$ cat src/source/ifu_pkg.sv
package ifu_pkg;

   // datapath widths
   localparam int PC_SIZE     = 32;
   localparam int INSTR_SIZE  = 32;
   localparam int XLEN        = 32;
   localparam int RFIDX_WIDTH = 5;

   // itcm word address width, 64 words
   localparam int ITCM_AW     = 6;

   // control transfer class seen by the mini decoder
   typedef enum logic [1:0] {
      BJP_NONE = 2'd0,
      BJP_JAL  = 2'd1,
      BJP_JALR = 2'd2,
      BJP_BXX  = 2'd3
   } bjp_kind_e;

   // partial decode of the returned instruction
   typedef struct packed {
      logic                   rs1en;
      logic                   rs2en;
      logic [RFIDX_WIDTH-1:0] rs1idx;
      logic [RFIDX_WIDTH-1:0] rs2idx;
      bjp_kind_e              kind;
      // sign extended J, I or B immediate
      logic [XLEN-1:0]        bjp_imm;
   } minidec_t;

   // instruction handed to execute
   typedef struct packed {
      logic [INSTR_SIZE-1:0]  ir;
      logic [PC_SIZE-1:0]     pc;
      logic [RFIDX_WIDTH-1:0] rs1idx;
      logic [RFIDX_WIDTH-1:0] rs2idx;
      logic                   prdt_taken;
   } if_ex_t;

   // flush target, sum of both operands with the low two bits cleared
   typedef struct packed {
      logic [PC_SIZE-1:0]     add_op1;
      logic [PC_SIZE-1:0]     add_op2;
   } flush_t;

endpackage
$ cat src/source/ifu_itcm.sv
`timescale 1ns/1ps

module ifu_itcm (
   input  logic                           clk,
   input  logic                           rst_n,
   input  logic                           load_en,
   input  logic [ifu_pkg::ITCM_AW-1:0]    load_addr,
   input  logic [ifu_pkg::INSTR_SIZE-1:0] load_data,
   input  logic                           req_valid,
   output logic                           req_ready,
   input  logic [ifu_pkg::PC_SIZE-1:0]    req_pc,
   output logic                           rsp_valid,
   input  logic                           rsp_ready,
   output logic [ifu_pkg::INSTR_SIZE-1:0] rsp_instr
);
   import ifu_pkg::*;

   logic [INSTR_SIZE-1:0] mem [0:(1<<ITCM_AW)-1];
   logic [ITCM_AW-1:0]    req_addr;
   logic                  req_hsk;

   // word address, upper pc bits wrap
   assign req_addr  = req_pc[ITCM_AW+1:2];

   // free once the held response leaves, even in the same cycle
   assign req_ready = ~rsp_valid | rsp_ready;
   assign req_hsk   = req_valid & req_ready;

   // program load port
   always_ff @(posedge clk) begin
      if (load_en) begin
         mem[load_addr] <= load_data;
      end
   end

   // output register only changes on a new request
   always_ff @(posedge clk) begin
      if (req_hsk) begin
         rsp_instr <= mem[req_addr];
      end
   end

   always_ff @(posedge clk or negedge rst_n) begin
      if (!rst_n) begin
         rsp_valid <= 1'b0;
      end else if (req_hsk) begin
         rsp_valid <= 1'b1;
      end else if (rsp_ready) begin
         rsp_valid <= 1'b0;
      end
   end

endmodule

$ cat config.mk
export PLATFORM = sky130hd
export DESIGN_NAME = ifu_itcm
export DESIGN_NICKNAME = d
export VERILOG_FILES = /design/src/source/ifu_pkg.sv /design/src/source/ifu_itcm.sv
export SDC_FILE = /design/constraint.sdc
export NUM_CORES = 2
export LEC_CHECK = 0
export BUFFER_PORTS_ARGS = -buffer_cell sky130_fd_sc_hd__clkbuf_2
export CORE_UTILIZATION = 67
export CTS_CLUSTER_SIZE = 40
export DETAILED_ROUTE_END_ITERATION = 8
export PLACE_DENSITY_LB_ADDON = 0.1
export SLEW_MARGIN = 10
export SYNTH_ARGS = -nofsm -noshare
export SYNTH_HDL_FRONTEND = slang
export SYNTH_SLANG_ARGS = --single-unit
$ cat constraint.sdc
create_clock -name clk -period 4.8 [get_ports clk]
set_input_delay 0 -clock clk [delete_from_list [all_inputs] [get_ports clk]]
set_output_delay 0 -clock clk [all_outputs]
set_load 0.02 [all_outputs]
==> After elaboration in Yosys (flattened, before gate mapping) <==
Memory sizes are Yosys's and may differ from the RTL's. A register that Yosys moved wholly into a read port is not among the register bits.
Cells that the tools add are included.
Widths: inputs -> output; s select.
{ "totals": {"ramBits": 2048, "elab_cells": 10, "input_bits": 75, "reg_bits": 1, "n_memories": 1} }
{ "mem_list": {"columns": ["memory", "depth", "width", "rd", "rd_clocked_by_memory_dff", "wr", "line", "text"], "rows": [
  ["mem", 64, 32, 1, 1, 1, "ifu_itcm.sv:18", "logic [INSTR_SIZE-1:0] mem [0:(1<<ITCM_AW)-1];"]
]} }
{ "classes": {"bitwise": 3, "n_reduce_logical": 1, "n_mux": 4} }
{ "ops": {"columns": ["op", "count"], "rows": [
  ["$mux 1", 4],
  ["$reduce_bool 2->1", 1],
  ["$and 1x1->1", 1],
  ["$not 1->1", 1],
  ["$or 1x1->1", 1]
]} }

==> Depth between registers and ports, before layout <==
{ "depth": {"depth_word": 4, "depth_mapped": 9, "ltp_nobuf": 5} }

==> Worst setup path after synthesis <==
Ideal clock, no wire load.
{ "synth_path": {"path_kind": "input-to-reg", "startpoint": "input port load_addr[3] in the netlist's numbering", "endpoint": "memory mem[48][0], enable pin", "setup_slack_ns": 1.614, "cell_stages": 4, "n_path_buf": 1, "arrival_ns": 2.725, "t_required_ns": 4.339, "path_cell_list": "clkbuf_1 -> nor2b_1 -> nand4b_1 -> nor3_1"} }
{ "synth_lines": {"columns": ["element", "line", "text"], "rows": [
  ["from (decl)", "ifu_itcm.sv:7", "input logic [ifu_pkg::ITCM_AW-1:0] load_addr,"],
  ["to (decl)", "ifu_itcm.sv:18", null]
]} }
Straight into the memory's write port.

==> Worst setup path in the final report <==
{ "layout_path": {"startpoint": "input port load_addr[1] in the netlist's numbering", "endpoint": "memory mem[17][18], enable pin"} }
Straight into the memory's write port.

==> reports/results.ini <==
[clock_tree]
insertion_delay_ns=0.81
cts_buffers=194
clock_path_buffers=3
cts_setup_buffers=0
cts_resized=0
root_buffer=clkbuf_16
cts.sinks=2081
cts_hold_buffers=30
cts_tree=done
clk_pin_slew_ns=0.06
htreeDepth=4

[logic_synthesis]
synth_edf_count=2080
syn_area_um2=78900
syn_avg_cell_area_um2=23.8
synth_fa_ha_area_share_pct=0
yosys.cell_types.count=32
ys_ff_latch=2081
synth_top_cell_by_area=edfxtp_1
synth_xor_area_share_pct=0
ys_async_sr_fraction_pct=0.0481
synth_top_family_by_area=multiplexers
ys_seq_area_share_pct=79.2
yosys_warnings=0
syn-num-nets=3394
synth_compound_area_share_pct=1.79
synth_area_leaders=edfxtp_1 (79%), mux4_2 (16%), mux2i_1 (0.98%)
synth_top_area_share_pct=79.2
synthMuxAreaShare_pct=16.6
ys.flop_type=edfxtp_1
synth_simple_gate_area_share_pct=1.21
netlist_instances=3319

[setup_path]
criticalPathCategory=in2reg
ff2ff_path_depth=4
path_max_fanout=20
startpoint_type=primary input
arrival_ns=3.26
end_kind=flip-flop
reg2reg_to=rsp_instr[4]$_DFFE_PP_
reg2reg_slack_ns=2.28
worst_ep_required_time_ns=5.25
r2r_start=mem[47][4]$_DFFE_PP_
crit_path_start=load_addr[1]

[global_routing]
grt-ovfl-total=0
track_usage_pct=33.8
grt_pass1_wl_um=278000
grt_pass1_vias=38500
grt_max_degree=88
antenna_found_initial=15

[timing]
max_slew_margin_pct=10.1
setup_viol=0
slew_violations=0
worst-slew-pin-transition_ns=1.35
hold_viol_final=3
setup_tns_ns=0
fmax_ghz=0.356
fin_hold_ws_ns=-0.00729
fin_skew_ns=0.0294
grt_setup_unrepaired=no
post-route-period-util_pct=58.5
period_minus_slack_ns=2.81

[outcome]
status=finished with violations
violations=hold timing

[placement]
placed_area_um2=81900
dpl.hpwl_um=107000
place_congestion=0.812
numPortBuffers=82
placed_cells=4875

[floorplan]
core_area_um2=117000
rows=125
start_util_pct=67.7
die_h_um=345
dieArea_um2=119000
dieWidth_um=345
io_pins=109

[hold_path]
worstHoldEndpoint=mem[22][23]$_DFFE_PP_
hold_depth=1
worstHoldStart=load_data[23]
worstHoldPathType=in2reg

[finish]
n_fill_cell=5897
drive_gt1_share_pct=29.7
fin_area_um2=88600
num-nets-final=3656
synthToLayoutAreaGrowth_pct=12.3
fin_cells=5270

[power_and_ir_drop]
total_power_mw=37.4
p_leak_nw=27.7
powerDensity_nw_per_um2=422
peakVddDrop_mv=0.396

[route]
routed_wl_um=197000
ant_nets=0
drt-vias-per-instance=7.18
num_vias=37800
first_pass_iters=5
drtIter0Drc=5408
drc=0
wl_per_cell_um=37.4

[flow_run]
maxCapViolCount=0

-- worst max-delay path by stage --
stage                                   endpoint  slack, ns  cells past startpoint
after floorplan             mem[48][0]$_DFFE_PP_       1.61                      4
after global placement    rsp_instr[9]$_DFFE_PP_       1.63                      6
after detailed placement  rsp_instr[9]$_DFFE_PP_       1.60                      6
after CTS                   mem[29][3]$_DFFE_PP_       2.12                      6
after global routing        mem[17][6]$_DFFE_PP_       1.99                      6
final                      mem[17][18]$_DFFE_PP_       1.99                      6
-- flip-flops by register name (all words and copies together) (netlist names) --
name / count
mem: 2048
rsp_instr: 32
rsp_valid: 1
-- power by group --
group / switching (mW) / internal (mW) / total (mW)
clock network: 6.53 / 8.84 / 15.4
logic: 1.18 / 0.674 / 1.86
registers: 0.0452 / 20.2 / 20.2
-- synth_stat cells (all sizes together), types with 2 or more instances --
cell     number
a2111oi      13
a211oi        4
a21oi        64
a221oi        2
a31oi         2
and2          3
buf         104
clkbuf       80
edfxtp     2080
mux2          2
mux2i        77
mux4        546
nand2        24
nand2b       14
nand3         5
nand3b        4
nand4         2
nor2        119
nor2b         8
nor3          8
o221ai       32
o22ai       101
or2           4
or3          15
or3b          3
-- metal layers --
layer | GRT usage, % | routed length, um | vias up
li1 | - | - | 14800
met2 | 52.0 | 93700 | 2597
met1 | 48.0 | 70800 | 19900
met4 | 12.7 | 7370 | 16
met5 | 0 | 91 | -
met3 | 8.77 | 24900 | 410
-- worst max-delay path, cell delays in order --
cell and delay [ns]:
dlygate4sd3_1 0.59, clkbuf_2 0.22, nor2_1 0.20, nand3_1 0.62, nor2_4 1.10, buf_4 0.50
-- metrics by stage --
stage / util [%] / hold WS [ns] / setup WS (ns)
after floorplan: - / -0.296 / 1.61
after CTS: 76.0 / 0.0128 / 2.12
after detailed placement: 70.3 / -0.225 / 1.60
final: 76.1 / -0.00729 / 1.99
after global routing: 76.0 / 0.0403 / 1.99
after global placement: 70.3 / -0.224 / 1.63
-- kinds of logic after synthesis --
logic type	Yosys count
AO/OA/AOI/OAI	218
flip-flops	2081
multiplexers	625
buffers and inverters	185
AND/OR/NAND/NOR	210
-- layout by cell type (no fill, tap or decap), drive strengths merged --
cell type,Yosys,final
mux2i,77,77
mux4,546,546
a221oi,2,2
or3b,3,3
bufinv,0,24
nand4,2,2
nor2,119,119
nand2b,14,14
edfxtp,2080,2080
mux2,2,2
a31oi,2,2
o221ai,32,32
dfrtp,1,1
clkinvlp,0,6
inv,1,9
or2,4,4
nor2b,8,8
a2111oi,13,13
or3,15,15
buf,104,148
nor3,8,8
diode,0,6
and2,3,3
clkbuf,80,307
nand3,5,5
a21oi,64,64
nand4b,1,1
nand2,24,24
dlygate4sd3,0,32
a211oi,4,4
nand3b,4,4
o22ai,101,101
clkinv,0,80
-- area by class of cell --
cell class / instances / area [um2] / share of cell area [%]
antenna: 6 / 15.0 / 0.0169
clock buffer: 237 / 5100 / 5.76
clock inverter: 118 / 1240 / 1.40
inverter: 1 / 3.75 / 0.00424
multi-input combinational: 1053 / 15900 / 18.0
sequential: 2081 / 62500 / 70.5
tap: 1524 / 1910 / 2.15
timing repair buffer: 250 / 1930 / 2.18
No activity file was read; power rests on OpenSTA's default activity.
